===== src/hdl/ooo_pkg.sv =====
// shared sizes and enums; TAG_W must equal log2(ROB_DEPTH) and DATA_W must split evenly into MUL_STEPS slices
package ooo_pkg;

    ////////////////////
    // sizes
    ////////////////////

    localparam int NUM_UNITS = 4;   // execution units, power of two for the rotating pointers
    localparam int ROB_DEPTH = 16;  // re-order buffer entries
    localparam int TAG_W     = 4;   // rob index width
    localparam int DATA_W    = 32;  // operand and result width
    localparam int REG_W     = 5;   // architectural destination register
    localparam int MUL_STEPS = 4;   // multiply iterations, 8 multiplier bits each

    ////////////////////
    // enums
    ////////////////////

    // opcodes, all of them write a register
    typedef enum logic [1:0] {
        OP_ADD = 2'd0,
        OP_SUB = 2'd1,
        OP_XOR = 2'd2,
        OP_MUL = 2'd3
    } alu_op_e;

    // rob entry status
    typedef enum logic [1:0] {
        ENTRY_EMPTY = 2'd0,  // slot free
        ENTRY_BUSY  = 2'd1,  // allocated, waiting on the cdb
        ENTRY_DONE  = 2'd2   // result captured, may retire
    } rob_state_e;

    // execution unit FSM
    typedef enum logic [1:0] {
        UNIT_IDLE = 2'd0,  // ready for a new instruction
        UNIT_MUL  = 2'd1,  // iterating the multiply
        UNIT_HOLD = 2'd2   // result waiting for a cdb grant
    } unit_state_e;

endpackage

===== src/hdl/ooo_if.sv =====
// valid/ready bundles inside the core; a driver holds its payload until ready is seen at the edge
`timescale 1ns/1ps

// dispatcher asks the rob for a slot, rob answers with its tail tag
interface rob_alloc_if;
    import ooo_pkg::*;
    logic             valid;
    logic             ready;  // rob not full
    logic [REG_W-1:0] dest;
    logic [TAG_W-1:0] tag;    // current tail index
    modport initiator (output valid, dest, input ready, tag);
    modport target (input valid, dest, output ready, tag);
endinterface

// dispatcher to one execution unit
interface issue_if;
    import ooo_pkg::*;
    logic              valid;
    logic              ready;  // unit idle
    logic [TAG_W-1:0]  tag;
    alu_op_e           op;
    logic [DATA_W-1:0] a;
    logic [DATA_W-1:0] b;
    modport initiator (output valid, tag, op, a, b, input ready);
    modport target (input valid, tag, op, a, b, output ready);
endinterface

// one execution unit to the cdb arbiter, ready is the grant
interface result_if;
    import ooo_pkg::*;
    logic              valid;
    logic              ready;
    logic [TAG_W-1:0]  tag;
    logic [DATA_W-1:0] value;
    modport initiator (output valid, tag, value, input ready);
    modport target (input valid, tag, value, output ready);
endinterface


===== src/hdl/ooo_core_top.sv =====
// operands arrive already read; the commit port stands in for a register file, no flush or stores
`timescale 1ns/1ps

module ooo_core_top (
    input  logic                        clk,
    input  logic                        reset,
    // instruction input, program order
    input  logic                        in_valid,
    output logic                        in_ready,
    input  ooo_pkg::alu_op_e            in_op,
    input  logic [ooo_pkg::REG_W-1:0]   in_dest,
    input  logic [ooo_pkg::DATA_W-1:0]  in_a,
    input  logic [ooo_pkg::DATA_W-1:0]  in_b,
    // in-order retire
    output logic                        commit_valid,
    input  logic                        commit_ready,
    output logic [ooo_pkg::TAG_W-1:0]   commit_tag,
    output logic [ooo_pkg::REG_W-1:0]   commit_dest,
    output logic [ooo_pkg::DATA_W-1:0]  commit_value
);
    import ooo_pkg::*;

    ////////////////////
    // internal buses
    ////////////////////

    rob_alloc_if       alloc_bus ();
    issue_if           issue_bus [NUM_UNITS] ();
    result_if          result_bus [NUM_UNITS] ();

    logic              cdb_valid;  // registered in the arbiter
    logic [TAG_W-1:0]  cdb_tag;
    logic [DATA_W-1:0] cdb_value;

    issue_dispatcher issue_dispatcher_inst (
        .clk      (clk),
        .reset    (reset),
        .in_valid (in_valid),
        .in_ready (in_ready),
        .in_op    (in_op),
        .in_dest  (in_dest),
        .in_a     (in_a),
        .in_b     (in_b),
        .alloc    (alloc_bus),
        .issue    (issue_bus)
    );

    // identical units, the dispatcher picks among them
    for (genvar g = 0; g < NUM_UNITS; g++) begin : g_unit
        exec_unit exec_unit_inst (
            .clk    (clk),
            .reset  (reset),
            .issue  (issue_bus[g]),
            .result (result_bus[g])
        );
    end

    cdb_arbiter cdb_arbiter_inst (
        .clk       (clk),
        .reset     (reset),
        .cdb_valid (cdb_valid),
        .cdb_tag   (cdb_tag),
        .cdb_value (cdb_value),
        .result    (result_bus)
    );

    reorder_buffer reorder_buffer_inst (
        .clk          (clk),
        .reset        (reset),
        .alloc        (alloc_bus),
        .cdb_valid    (cdb_valid),
        .cdb_tag      (cdb_tag),
        .cdb_value    (cdb_value),
        .commit_valid (commit_valid),
        .commit_ready (commit_ready),
        .commit_tag   (commit_tag),
        .commit_dest  (commit_dest),
        .commit_value (commit_value)
    );

endmodule


===== src/hdl/reorder_buffer.sv =====
// circular rob, retires in order; no flush, and a full buffer refuses allocation even on a retire cycle
`timescale 1ns/1ps

module reorder_buffer (
    input  logic                        clk,
    input  logic                        reset,
    rob_alloc_if.target                 alloc,
    input  logic                        cdb_valid,
    input  logic [ooo_pkg::TAG_W-1:0]   cdb_tag,
    input  logic [ooo_pkg::DATA_W-1:0]  cdb_value,
    output logic                        commit_valid,
    input  logic                        commit_ready,
    output logic [ooo_pkg::TAG_W-1:0]   commit_tag,
    output logic [ooo_pkg::REG_W-1:0]   commit_dest,
    output logic [ooo_pkg::DATA_W-1:0]  commit_value
);
    import ooo_pkg::*;

    ////////////////////
    // storage
    ////////////////////

    rob_state_e        state_q [ROB_DEPTH];  // per-entry status
    logic [REG_W-1:0]  dest_q  [ROB_DEPTH];
    logic [DATA_W-1:0] value_q [ROB_DEPTH];

    // extra msb is the wrap bit
    logic [TAG_W:0]    head;
    logic [TAG_W:0]    tail;
    logic [TAG_W-1:0]  head_idx;
    logic [TAG_W-1:0]  tail_idx;
    logic              full;
    logic              alloc_fire;
    logic              retire;

    assign head_idx = head[TAG_W-1:0];
    assign tail_idx = tail[TAG_W-1:0];

    // same slot, opposite lap -> every entry allocated
    assign full = (head_idx == tail_idx) && (head[TAG_W] != tail[TAG_W]);

    assign alloc.ready = !full;
    assign alloc.tag   = tail_idx;
    assign alloc_fire  = alloc.valid && alloc.ready;

    ////////////////////
    // commit port
    ////////////////////

    assign commit_valid = (state_q[head_idx] == ENTRY_DONE);  // oldest has its result
    assign commit_tag   = head_idx;
    assign commit_dest  = dest_q[head_idx];
    assign commit_value = value_q[head_idx];
    assign retire       = commit_valid && commit_ready;

    // allocate, write-back and retire touch different slots, so all three can go at once:
    // tail is EMPTY, the cdb target is BUSY, head is DONE
    always_ff @(posedge clk) begin
        if (reset) begin
            head <= '0;
            tail <= '0;
            for (int i = 0; i < ROB_DEPTH; i++) begin
                state_q[i] <= ENTRY_EMPTY;
            end
        end else begin
            if (retire) begin
                state_q[head_idx] <= ENTRY_EMPTY;  // slot back to the pool
                head              <= head + 1;
            end
            if (alloc_fire) begin
                state_q[tail_idx] <= ENTRY_BUSY;
                tail              <= tail + 1;
            end
            if (cdb_valid) begin
                state_q[cdb_tag] <= ENTRY_DONE;
            end
        end
    end

    // payload, written only where state says it is meaningful
    always_ff @(posedge clk) begin
        if (alloc_fire) begin
            dest_q[tail_idx] <= alloc.dest;
        end
        if (cdb_valid) begin
            value_q[cdb_tag] <= cdb_value;  // result lands with its tag
        end
    end

endmodule


===== src/hdl/cdb_arbiter.sv =====
// one result per cycle onto a registered cdb; round-robin so no unit starves
`timescale 1ns/1ps

module cdb_arbiter (
    input  logic                        clk,
    input  logic                        reset,
    output logic                        cdb_valid,
    output logic [ooo_pkg::TAG_W-1:0]   cdb_tag,
    output logic [ooo_pkg::DATA_W-1:0]  cdb_value,
    result_if.target                    result [ooo_pkg::NUM_UNITS]
);
    import ooo_pkg::*;

    logic [NUM_UNITS-1:0]         req;
    logic [NUM_UNITS-1:0]         gnt;
    logic [TAG_W-1:0]             tags   [NUM_UNITS];
    logic [DATA_W-1:0]            values [NUM_UNITS];
    logic [$clog2(NUM_UNITS)-1:0] ptr;   // highest priority this cycle
    logic [$clog2(NUM_UNITS)-1:0] win;
    logic [$clog2(NUM_UNITS)-1:0] idx;
    logic                         any;

    for (genvar g = 0; g < NUM_UNITS; g++) begin : g_req
        assign req[g]          = result[g].valid;
        assign tags[g]         = result[g].tag;
        assign values[g]       = result[g].value;
        assign result[g].ready = gnt[g];  // unit drops its result on this
    end

    ////////////////////
    // grant
    ////////////////////

    always_comb begin
        any = 1'b0;
        win = ptr;
        gnt = '0;
        idx = ptr;
        for (int k = 0; k < NUM_UNITS; k++) begin
            if (!any && req[idx]) begin
                any = 1'b1;
                win = idx;
            end
            idx = idx + 1;
        end
        if (any) begin
            gnt[win] = 1'b1;
        end
    end

    // control, cdb_valid a cycle after grant
    always_ff @(posedge clk) begin
        if (reset) begin
            cdb_valid <= 1'b0;
            ptr       <= '0;
        end else begin
            cdb_valid <= any;
            if (any) ptr <= win + 1;  // last winner goes to the back
        end
    end

    // bus payload
    always_ff @(posedge clk) begin
        if (any) begin
            cdb_tag   <= tags[win];
            cdb_value <= values[win];
        end
    end

endmodule


===== src/hdl/exec_unit.sv =====
// one instruction in flight; logic ops finish next cycle, MUL after MUL_STEPS cycles, low 32 bits kept
`timescale 1ns/1ps

module exec_unit (
    input  logic        clk,
    input  logic        reset,
    issue_if.target     issue,
    result_if.initiator result
);
    import ooo_pkg::*;

    unit_state_e          state;
    logic [MUL_STEPS-1:0] slice_done;  // one bit per finished multiplier slice, shifts left
    logic [TAG_W-1:0]     tag_q;
    logic [DATA_W-1:0]    acc_q;       // result, or running product
    logic [DATA_W-1:0]    mcand_q;     // multiplicand, pre-shifted for the next slice
    logic [DATA_W-1:0]    mplier_q;    // remaining multiplier bits, low slice next
    logic                 take;

    // add one slice of the shift-add product
    function automatic logic [DATA_W-1:0] mul_slice(
        input logic [DATA_W-1:0]             acc,
        input logic [DATA_W-1:0]             mcand,
        input logic [DATA_W/MUL_STEPS-1:0]   digit
    );
        return acc + mcand * DATA_W'(digit);
    endfunction

    assign issue.ready  = (state == UNIT_IDLE);
    assign take         = issue.valid && issue.ready;
    assign result.valid = (state == UNIT_HOLD);
    assign result.tag   = tag_q;
    assign result.value = acc_q;

    ////////////////////
    // control FSM
    ////////////////////

    always_ff @(posedge clk) begin
        if (reset) begin
            state      <= UNIT_IDLE;
            slice_done <= '0;
        end else begin
            case (state)
                UNIT_IDLE: if (take) begin
                    if (issue.op == OP_MUL) begin
                        state      <= UNIT_MUL;
                        slice_done <= MUL_STEPS'(1);  // slice 0 done on the issue edge
                    end else begin
                        state <= UNIT_HOLD;
                    end
                end
                UNIT_MUL: begin
                    slice_done <= slice_done << 1;
                    if (slice_done[MUL_STEPS-2]) state <= UNIT_HOLD;  // last slice this cycle
                end
                UNIT_HOLD: if (result.ready) state <= UNIT_IDLE;  // granted, free again
                default: state <= UNIT_IDLE;
            endcase
        end
    end

    ////////////////////
    // datapath
    ////////////////////

    always_ff @(posedge clk) begin
        if (take) begin
            tag_q <= issue.tag;
            case (issue.op)
                OP_ADD:  acc_q <= issue.a + issue.b;
                OP_SUB:  acc_q <= issue.a - issue.b;
                OP_XOR:  acc_q <= issue.a ^ issue.b;
                default: acc_q <= mul_slice('0, issue.a, issue.b[DATA_W/MUL_STEPS-1:0]);
            endcase
            mcand_q  <= issue.a << (DATA_W / MUL_STEPS);
            mplier_q <= issue.b >> (DATA_W / MUL_STEPS);
        end else if (state == UNIT_MUL) begin
            acc_q    <= mul_slice(acc_q, mcand_q, mplier_q[DATA_W/MUL_STEPS-1:0]);
            mcand_q  <= mcand_q << (DATA_W / MUL_STEPS);   // bits past 32 drop out
            mplier_q <= mplier_q >> (DATA_W / MUL_STEPS);
        end
    end

endmodule


===== src/hdl/issue_dispatcher.sv =====
// accepts one instruction per cycle only when a rob slot and an idle unit exist together
`timescale 1ns/1ps

module issue_dispatcher (
    input  logic                        clk,
    input  logic                        reset,
    input  logic                        in_valid,
    output logic                        in_ready,
    input  ooo_pkg::alu_op_e            in_op,
    input  logic [ooo_pkg::REG_W-1:0]   in_dest,
    input  logic [ooo_pkg::DATA_W-1:0]  in_a,
    input  logic [ooo_pkg::DATA_W-1:0]  in_b,
    rob_alloc_if.initiator              alloc,
    issue_if.initiator                  issue [ooo_pkg::NUM_UNITS]
);
    import ooo_pkg::*;

    logic [NUM_UNITS-1:0]         idle;    // issue ready per unit
    logic [NUM_UNITS-1:0]         sel_oh;  // chosen unit, one-hot
    logic [$clog2(NUM_UNITS)-1:0] ptr;     // round-robin start position
    logic [$clog2(NUM_UNITS)-1:0] sel;
    logic [$clog2(NUM_UNITS)-1:0] idx;
    logic                         found;
    logic                         fire;

    ////////////////////
    // unit selection
    ////////////////////

    // first idle unit at or after ptr, wrapping
    always_comb begin
        found  = 1'b0;
        sel    = ptr;
        sel_oh = '0;
        idx    = ptr;
        for (int k = 0; k < NUM_UNITS; k++) begin
            if (!found && idle[idx]) begin
                found = 1'b1;
                sel   = idx;
            end
            idx = idx + 1;  // wraps naturally, NUM_UNITS is a power of two
        end
        if (found) begin
            sel_oh[sel] = 1'b1;
        end
    end

    assign in_ready = alloc.ready && found;  // both sides must be able to take it
    assign fire     = in_valid && in_ready;

    // rob allocation, same cycle as the issue
    assign alloc.valid = fire;
    assign alloc.dest  = in_dest;

    ////////////////////
    // issue ports
    ////////////////////

    for (genvar g = 0; g < NUM_UNITS; g++) begin : g_issue
        assign idle[g]        = issue[g].ready;
        assign issue[g].valid = fire && sel_oh[g];
        assign issue[g].tag   = alloc.tag;  // rob tail becomes the instruction tag
        assign issue[g].op    = in_op;
        assign issue[g].a     = in_a;
        assign issue[g].b     = in_b;
    end

    // move past the unit just used so work spreads out
    always_ff @(posedge clk) begin
        if (reset) begin
            ptr <= '0;
        end else if (fire) begin
            ptr <= sel + 1;
        end
    end

endmodule


===== config.mk =====
export PLATFORM = sky130hd
export DESIGN_NAME = ooo_core_top
export DESIGN_NICKNAME = d
export VERILOG_FILES = /design/src/hdl/ooo_pkg.sv /design/src/hdl/ooo_if.sv /design/src/hdl/ooo_core_top.sv /design/src/hdl/reorder_buffer.sv /design/src/hdl/cdb_arbiter.sv /design/src/hdl/exec_unit.sv /design/src/hdl/issue_dispatcher.sv
export SDC_FILE = /design/constraint.sdc
export NUM_CORES = 2
export LEC_CHECK = 0
export BUFFER_PORTS_ARGS = -buffer_cell sky130_fd_sc_hd__buf_2
export CAP_MARGIN = 15
export CORE_MARGIN = 4
export CORE_UTILIZATION = 47
export CTS_BUF_LIST = sky130_fd_sc_hd__clkbuf_2
export CTS_CLUSTER_DIAMETER = 200
export DETAILED_ROUTE_END_ITERATION = 7
export SLEW_MARGIN = 20
export SYNTH_ARGS = -nofsm -noshare
export SYNTH_HDL_FRONTEND = slang
export SYNTH_SLANG_ARGS = --single-unit

===== constraint.sdc =====
create_clock -name clk -period 7.2 [get_ports clk]
set_clock_uncertainty 0.2 [all_clocks]
set_input_delay 1.08 -clock clk [delete_from_list [all_inputs] [get_ports clk]]
set_output_delay 1.08 -clock clk [all_outputs]
set_load 0.05 [all_outputs]

== Word level (Yosys, flattened, before mapping) ==
Memory sizes are Yosys's and may differ from the RTL's. A register that Yosys moved wholly into a read port is not among the register bits.
Cells that the tools add are included.

* Bits in registers: 407
* Memory bits (writable): 624
* Output and inout port bits: 43
* Memories: 3

* Add/subtract/negate cells: 16
* Multipliers: 5
* $lt $le $gt $ge: 13
* Eq/ne operators: 30
* Muxes and demuxes: 121
* Bitwise logic cells: 2
* Reductions and logical operators: 52

{| class="wikitable"
|+ Memories
! memory !! depth !! bits a word !! rd ports !! clocked after Yosys merged registers in !! wr ports !! line !! text
|-
| reorder_buffer_inst.value_q || 16 || 32 || 1 || 1 || 1 || reorder_buffer.sv:25 || <nowiki>logic [DATA_W-1:0] value_q [ROB_DEPTH];</nowiki>
|-
| reorder_buffer_inst.dest_q || 16 || 5 || 1 || 1 || 1 || reorder_buffer.sv:24 || <nowiki>logic [REG_W-1:0] dest_q [ROB_DEPTH];</nowiki>
|-
| reorder_buffer_inst.state_q || 16 || 2 || 1 || 1 || 16 || reorder_buffer.sv:23 || <nowiki>rob_state_e state_q [ROB_DEPTH];</nowiki>
|}

{| class="wikitable"
|+ Operator list
! cell !! number
|-
| $mux 32 || 18
|-
| $mux 24 || 8
|-
| $add 32x32->32 || 5
|-
| $mul 24x8->24 || 4
|-
| $pmux 32 s3 || 1
|-
| $bmux 32 s2 || 1
|-
| $mux 4 || 13
|-
| $mux 2 || 22
|-
| $mux 1 || 34
|-
| $mul 32x8->32 || 1
|-
| $sub 32x32->32 || 1
|-
| $xor 32x32->32 || 1
|-
| $lt 2x3->1 const B || 10
|-
| $ne 2x2->1 const B || 12
|-
| $pmux 2 s3 || 4
|-
| $pmux 3 s2 || 4
|-
| $reduce_and 3->1 || 8
|-
| $logic_and 1x1->1 || 21
|-
| $add 2x1->2 const B || 8
|-
| $bmux 1 s2 || 8
|-
| $reduce_bool 2->1 || 8
|-
| $mux 3 || 5
|-
| $eq 2x2->1 const B || 7
|-
| $add 5x1->5 const B || 2
|-
| other kinds (12) || 33
|}

== Logic depth before layout (Yosys ltp) ==
* Depth in word-level cells: 22
* Mapped depth: 31
* Gate-level depth less buffers: 30

== Cells and area by module ==
Synthesis repeated with hierarchy kept, for this count alone.

* Cell total of the unflattened synthesis: 10226
* Area total of the unflattened synthesis: 104350.1 sq um

{| class="wikitable"
|+ Modules (own cells, without submodules)
! module !! times used !! cells an instance !! area each (sq um) !! sequential area each (sq um)
|-
| reorder_buffer || 1 || 1152 || 24942.7 || 18697.9
|-
| exec_unit at g_unit[0].exec_unit_inst || 1 || 2183 || 18795.5 || 2622.5
|-
| exec_unit at g_unit[1].exec_unit_inst || 1 || 2140 || 18682.9 || 2622.5
|-
| exec_unit at g_unit[2].exec_unit_inst || 1 || 2128 || 18515.3 || 2622.5
|-
| exec_unit at g_unit[3].exec_unit_inst || 1 || 2112 || 18451.4 || 2622.5
|-
| cdb_arbiter || 1 || 195 || 2595.0 || 1141.1
|-
| issue_dispatcher || 1 || 316 || 2367.3 || 40.0
|}

== Worst setup path before layout ==
Ideal clock, no wire load.

* Path kind: flip-flop to flip-flop
* Start: register g_unit[1].exec_unit_inst.mplier_q[4]
* End: register g_unit[1].exec_unit_inst.acc_q[31] (data pin)
* Setup time: 260 ps
* Arrival: 6365 ps
* Setup slack: 376 ps
* Cell stages (with the launch flop): 28
* Clock period less this slack: 6824 ps
* Path through: edfxtp_1 -> clkbuf_1 -> clkbuf_1 -> nand2_1 -> fa_1 -> fa_1 -> inv_1 -> fa_1 -> inv_1 -> fa_1 -> inv_1 -> ha_1 -> o21ai_0 -> nor2_1 -> or4_1 -> a31oi_1 -> o21ai_0 -> o41a_1 -> a21oi_1 -> xnor2_1 -> ha_1 -> nand3_1 -> a211oi_1 -> nor2_1 -> o2111ai_1 -> a21oi_1 -> xnor3_1 -> mux2_2

* Word-level cells in the longest chain between the ends: 4

{| class="wikitable"
|+ RTL lines
! element !! line !! text
|-
| start: declaration || exec_unit.sv:17 || <nowiki>logic [DATA_W-1:0] mplier_q;</nowiki>
|-
| start signal: assignment || exec_unit.sv:77 || <nowiki>mplier_q <= issue.b >> (DATA_W / MUL_STEPS);</nowiki>
|-
| start signal: assignment || exec_unit.sv:81 || <nowiki>mplier_q <= mplier_q >> (DATA_W / MUL_STEPS);</nowiki>
|-
| $mul 24x8->24 || exec_unit.sv:26 || <nowiki>return acc + mcand * DATA_W'(digit);</nowiki>
|-
| $add 32x32->32 || exec_unit.sv:26 ||
|-
| $mux 32 || exec_unit.sv:78 || <nowiki>end else if (state == UNIT_MUL) begin</nowiki>
|-
| $mux 32 || exec_unit.sv:68 || <nowiki>if (take) begin</nowiki>
|-
| end signal: assignment || exec_unit.sv:71 || <nowiki>OP_ADD: acc_q <= issue.a + issue.b;</nowiki>
|-
| end signal: assignment || exec_unit.sv:72 || <nowiki>OP_SUB: acc_q <= issue.a - issue.b;</nowiki>
|-
| end signal: assignment || exec_unit.sv:79 || <nowiki>acc_q <= mul_slice(acc_q, mcand_q, mplier_q[DATA_W/MUL_STEPS-1:0]);</nowiki>
|-
| end: declaration || exec_unit.sv:15 || <nowiki>logic [DATA_W-1:0] acc_q;</nowiki>
|}

Every way passes these cells. The select of a mux whose other input is x is not followed.
A chain may end at the register's enable or synchronous reset.

== Worst setup path after layout ==
* Start: register g_unit[1].exec_unit_inst.mplier_q[2]
* End: register g_unit[1].exec_unit_inst.acc_q[31] (data pin)

Same word-level chain as after synthesis.

==> results.md <==
| Quantity | Reported |
|---|---|
| Outcome | completed |
| Logic depth of the worst register-to-register path | 24 |
| Largest buffer count on any clock path | 4 |
| Placement row count | 143 |
| Critical path arrival | 8050 ps |
| Net count reported at finish | 7679 |
| CTS tree | built |
| Post-route DRC | 0 |
| Fill cell total of the finished layout | 13520 |
| Worst-path fanout max | 8 |
| Placed wire-length estimate after detailed placement | 149300 um |
| Routed Wire Length | 204800 um |
| Critical path endpoint category | flip-flop |
| Initial DRC Count | 3770 |
| Combined area of the multi-input logic cells | 0.03920 mm^2 |
| Share of final-layout standard cells stronger than drive strength 1 | 0.1644 |
| Flip-flop and latch count after synthesis | 1035 |
| Setup_tns | 0 ps |
| First-pass GRT wire length | 312700 um |
| Total Routing Usage GR | 0.2545 |
| Per-instance average area after synthesis | 11.63 um^2 |
| Hold WC Path Type | reg2reg |
| Vias in the first global route | 51220 |
| Count of antenna-violating nets left after detailed routing | 0 |
| Slew @ Worst Pin | 1123 ps |
| Synth async-reset ratio | 0 |
| Final period util | 0.9639 |
| Total placed instance area | 0.07661 mm^2 |
| Avg Vias per Cell | 5.555 |
| CP Data Required Time | 8310 ps |
| Total non-filler cell area in the finished layout | 0.07992 mm^2 |
| Layout Area Growth over Synthesis | 10.20% |
| Area of the mapped netlist | 0.07252 mm^2 |
| Number of top-level pins | 118 |
| Number of levels in the clock H-tree | 5 |
| Portion of the post-synthesis area used by sequential elements | 0.4188 |
| Area taken by flip-flops and latches | 0.03038 mm^2 |
| Worst-Skew Late Latency | 1580 ps |
| Final slew viol count | 0 |
| Number of clock buffers inserted by TritonCTS | 282 |
| Critical path startpoint category | flip-flop |
| Number of maximum-capacitance constraint violations | 0 |
| Crit path from | g_unit[1].exec_unit_inst.mplier_q[2]$_DFFE_PN_ |
| Worst Setup Path Type | reg2reg |
| Count of flip-flops with a built-in enable after synthesis | 964 |
| Count of TritonRoute iterations in the first routing pass | 5 |
| Die Footprint | 0.1606 mm^2 |
| Routability congestion estimate | 0.9200 |
| Routed vias | 49360 |
| Largest net degree at the start of global routing | 97 |
| Synth cell types | 84 |
| Root Buffer | sky130_fd_sc_hd__clkbuf_2 |
| Placeable Area | 0.1526 mm^2 |
| Most frequent cells in the layout | sky130_fd_sc_hd__edfxtp_1, sky130_fd_sc_hd__nand2_1, sky130_fd_sc_hd__and2_1, sky130_fd_sc_hd__fa_1, sky130_fd_sc_hd__inv_1 |
| Register-to-register path setup slack | 260 ps |
| Most common cell after layout, fill and taps aside | sky130_fd_sc_hd__edfxtp_1 |
| Most used flip-flop cell after synthesis | sky130_fd_sc_hd__edfxtp_1 |
| Clock-pin slew on the worst setup and hold paths | 110 ps |
| Critical register-to-register path endpoint | g_unit[1].exec_unit_inst.result.value[31]$_DFFE_PN_ |
| Number of antenna violations at the first check in global routing | 7 |
| Maximum frequency from static timing analysis | 0.1441 GHz |
| Y dimension of the die | 400.8 um |
| Die width | 400.8 um |
| Final number of setup-violating endpoints | 0 |
| Final worst hold slack | 207.9 ps |
| Aggregate global routing overflow | 0 |
| IO Port Bufs | 117 |
| Effective utilization at floorplan | 0.4751 |
| TritonCTS sink count | 1035 |
| Worst r2r src | g_unit[1].exec_unit_inst.mplier_q[2]$_DFFE_PN_ |
| Critical path endpoint | g_unit[1].exec_unit_inst.result.value[31]$_DFFE_PN_ |
| Final hold violation count | 0 |
| Net Count, Synth | 7227 |
| Min Clock Period, post-route | 6940 ps |
| Total number of yosys warnings | 0 |
| Cells after synthesis | 6235 |
| WL per Instance | 23.06 um |
| Worst rel slew slack | 0.2510 |
-- worst max-delay path, cell delays in order (launching register included) --
cell and delay [ps]:
sky130_fd_sc_hd__edfxtp_1 490, sky130_fd_sc_hd__buf_4 190, sky130_fd_sc_hd__buf_4 160, sky130_fd_sc_hd__and2_1 180, sky130_fd_sc_hd__fa_1 510, sky130_fd_sc_hd__fa_1 570
sky130_fd_sc_hd__fa_1 430, sky130_fd_sc_hd__fa_1 460, sky130_fd_sc_hd__ha_1 350, sky130_fd_sc_hd__nor3_1 200, sky130_fd_sc_hd__nor2_1 80, sky130_fd_sc_hd__and3_1 180
sky130_fd_sc_hd__o21a_1 180, sky130_fd_sc_hd__o21a_1 200, sky130_fd_sc_hd__o41ai_2 360, sky130_fd_sc_hd__o21bai_1 110, sky130_fd_sc_hd__xor2_1 270, sky130_fd_sc_hd__ha_1 310
sky130_fd_sc_hd__a21oi_1 150, sky130_fd_sc_hd__nand2_1 100, sky130_fd_sc_hd__nor2_1 130, sky130_fd_sc_hd__o2111ai_1 170, sky130_fd_sc_hd__a21oi_2 170, sky130_fd_sc_hd__xnor3_1 300
sky130_fd_sc_hd__mux2_2 260
-- cell type report --
cell class / instances / share of cell area
antenna: 10 / 0.0003131
clock buffer: 383 / 0.02399
clock inverter: 58 / 0.003977
inverter: 588 / 0.02762
multi-input combinational: 4331 / 0.4906
sequential: 1035 / 0.3802
tap: 2030 / 0.03178
timing repair buffer: 449 / 0.04158
-- synth_stat cells (6+ instances only) --
cell type	instances	share of area
sky130_fd_sc_hd__nor2b_1	37	0.0032
sky130_fd_sc_hd__a32oi_1	6	0.00072
sky130_fd_sc_hd__xor2_1	124	0.015
sky130_fd_sc_hd__or3_1	11	0.00095
sky130_fd_sc_hd__mux2i_1	17	0.0023
sky130_fd_sc_hd__o41ai_1	9	0.0011
sky130_fd_sc_hd__nor3_1	72	0.0050
sky130_fd_sc_hd__nor4_1	6	0.00052
sky130_fd_sc_hd__a21o_1	78	0.0081
sky130_fd_sc_hd__or2_2	11	0.00095
sky130_fd_sc_hd__o211ai_1	15	0.0016
sky130_fd_sc_hd__a22oi_1	12	0.0012
sky130_fd_sc_hd__a31oi_1	31	0.0027
sky130_fd_sc_hd__fa_1	593	0.16
sky130_fd_sc_hd__nand2_1	873	0.045
sky130_fd_sc_hd__o31ai_1	25	0.0026
sky130_fd_sc_hd__a211o_1	15	0.0018
sky130_fd_sc_hd__buf_4	8	0.00083
sky130_fd_sc_hd__nor2_1	313	0.016
sky130_fd_sc_hd__buf_1	37	0.0019
sky130_fd_sc_hd__a2111oi_0	7	0.00085
sky130_fd_sc_hd__nand2b_1	34	0.0029
sky130_fd_sc_hd__xnor2_1	199	0.024
sky130_fd_sc_hd__dfxtp_1	71	0.020
sky130_fd_sc_hd__and2_1	610	0.053
sky130_fd_sc_hd__o21bai_1	29	0.0030
sky130_fd_sc_hd__and3_1	25	0.0022
sky130_fd_sc_hd__ha_1	324	0.056
sky130_fd_sc_hd__mux4_2	222	0.069
sky130_fd_sc_hd__nand3_1	45	0.0031
sky130_fd_sc_hd__o21ai_0	155	0.011
sky130_fd_sc_hd__clkbuf_1	225	0.012
sky130_fd_sc_hd__a21oi_1	264	0.018
sky130_fd_sc_hd__mux2_2	11	0.0017
sky130_fd_sc_hd__buf_2	7	0.00048
sky130_fd_sc_hd__inv_1	584	0.030
sky130_fd_sc_hd__o21a_1	34	0.0035
sky130_fd_sc_hd__a31o_2	6	0.00072
sky130_fd_sc_hd__a211oi_1	30	0.0031
sky130_fd_sc_hd__edfxtp_1	964	0.40
sky130_fd_sc_hd__nand4_1	10	0.00086
-- logic make-up (layout without fill, tap and decap cells) --
group | count (synthesis) | count (layout) | synth area share
mux | 250 | 250 | 0.07300
buf+inv | 869 | 1478 | 0.04598
flops | 1035 | 1035 | 0.4188
simple gates | 2066 | 2066 | 0.1360
xor+xnor | 325 | 325 | 0.03955
compound gates | 773 | 773 | 0.06703
fa+ha+maj | 917 | 917 | 0.2196
other cells | 0 | 10 | 0
-- timing repair --
action | CTS | global route
resized for setup | 1 | 51
endpoints found under the hold margin | 344 | 0
cloned | 0 | 0
endpoints found under the setup margin | 2 | 15
buffers inserted | 0 | 25
hold buffers | 64 | 0
pin swaps | 0 | 15
-- routing by layer --
metal  vias to the layer above  wire, um  GRT usage
met5                         -        13          0
met4                         2      7619    0.09182
met3                       371     12050    0.04145
met2                      1638    101400     0.4326
met1                     25010     83720     0.3308
li1                      22330         -          -
-- worst min-delay path by stage --
| stage | startpoint | end | slack [ps] | cells past startpoint |
|---|---|---|---|---|
| after global routing | in_dest[1] | reorder_buffer_inst.dest_q[11][1]$_DFFE_PP_ | 40 | 2 |
| after CTS | in_dest[1] | reorder_buffer_inst.dest_q[11][1]$_DFFE_PP_ | 7 | 2 |
| after floorplan | g_unit[2].exec_unit_inst.slice_done[0]$_SDFFE_PP0P_ | g_unit[2].exec_unit_inst.slice_done[1]$_SDFFE_PP0P_ | 230 | 2 |
| after global placement | g_unit[2].exec_unit_inst.slice_done[0]$_SDFFE_PP0P_ | g_unit[2].exec_unit_inst.slice_done[0]$_SDFFE_PP0P_ | 240 | 2 |
| after detailed placement | g_unit[2].exec_unit_inst.slice_done[0]$_SDFFE_PP0P_ | g_unit[2].exec_unit_inst.slice_done[1]$_SDFFE_PP0P_ | 250 | 2 |
| final | g_unit[3].exec_unit_inst.slice_done[1]$_SDFFE_PP0P_ | g_unit[3].exec_unit_inst.slice_done[2]$_SDFFE_PP0P_ | 210 | 2 |
-- sequential cells by signal, summed over array words and instances (netlist names), 5 cells and up, named ones only --
register                            flops
reorder_buffer_inst.value_q           512
g_unit.exec_unit_inst.result.value    128
g_unit.exec_unit_inst.mcand_q          96
g_unit.exec_unit_inst.mplier_q         96
reorder_buffer_inst.dest_q             80
cdb_arbiter_inst.cdb_value             32
reorder_buffer_inst.state_q            32
g_unit.exec_unit_inst.result.tag       16
g_unit.exec_unit_inst.slice_done       12
g_unit.exec_unit_inst.state             8
reorder_buffer_inst.head                5
reorder_buffer_inst.tail                5
-- through the flow --
step | std cells | utilization | setup WS (ps)
floorplan | 6235 | - | 375.6
detailed placement | 8344 | 0.5019 | -94.78
global route | 8879 | 0.5235 | -33.30
CTS | 8849 | 0.5208 | 57.51
global placement | 8344 | 0.5019 | 119.3
finish | 8884 | 0.5236 | 259.9
Power is not shown: default switching activity piles up to over one toggle a cycle in this logic, so the estimate is an artifact.
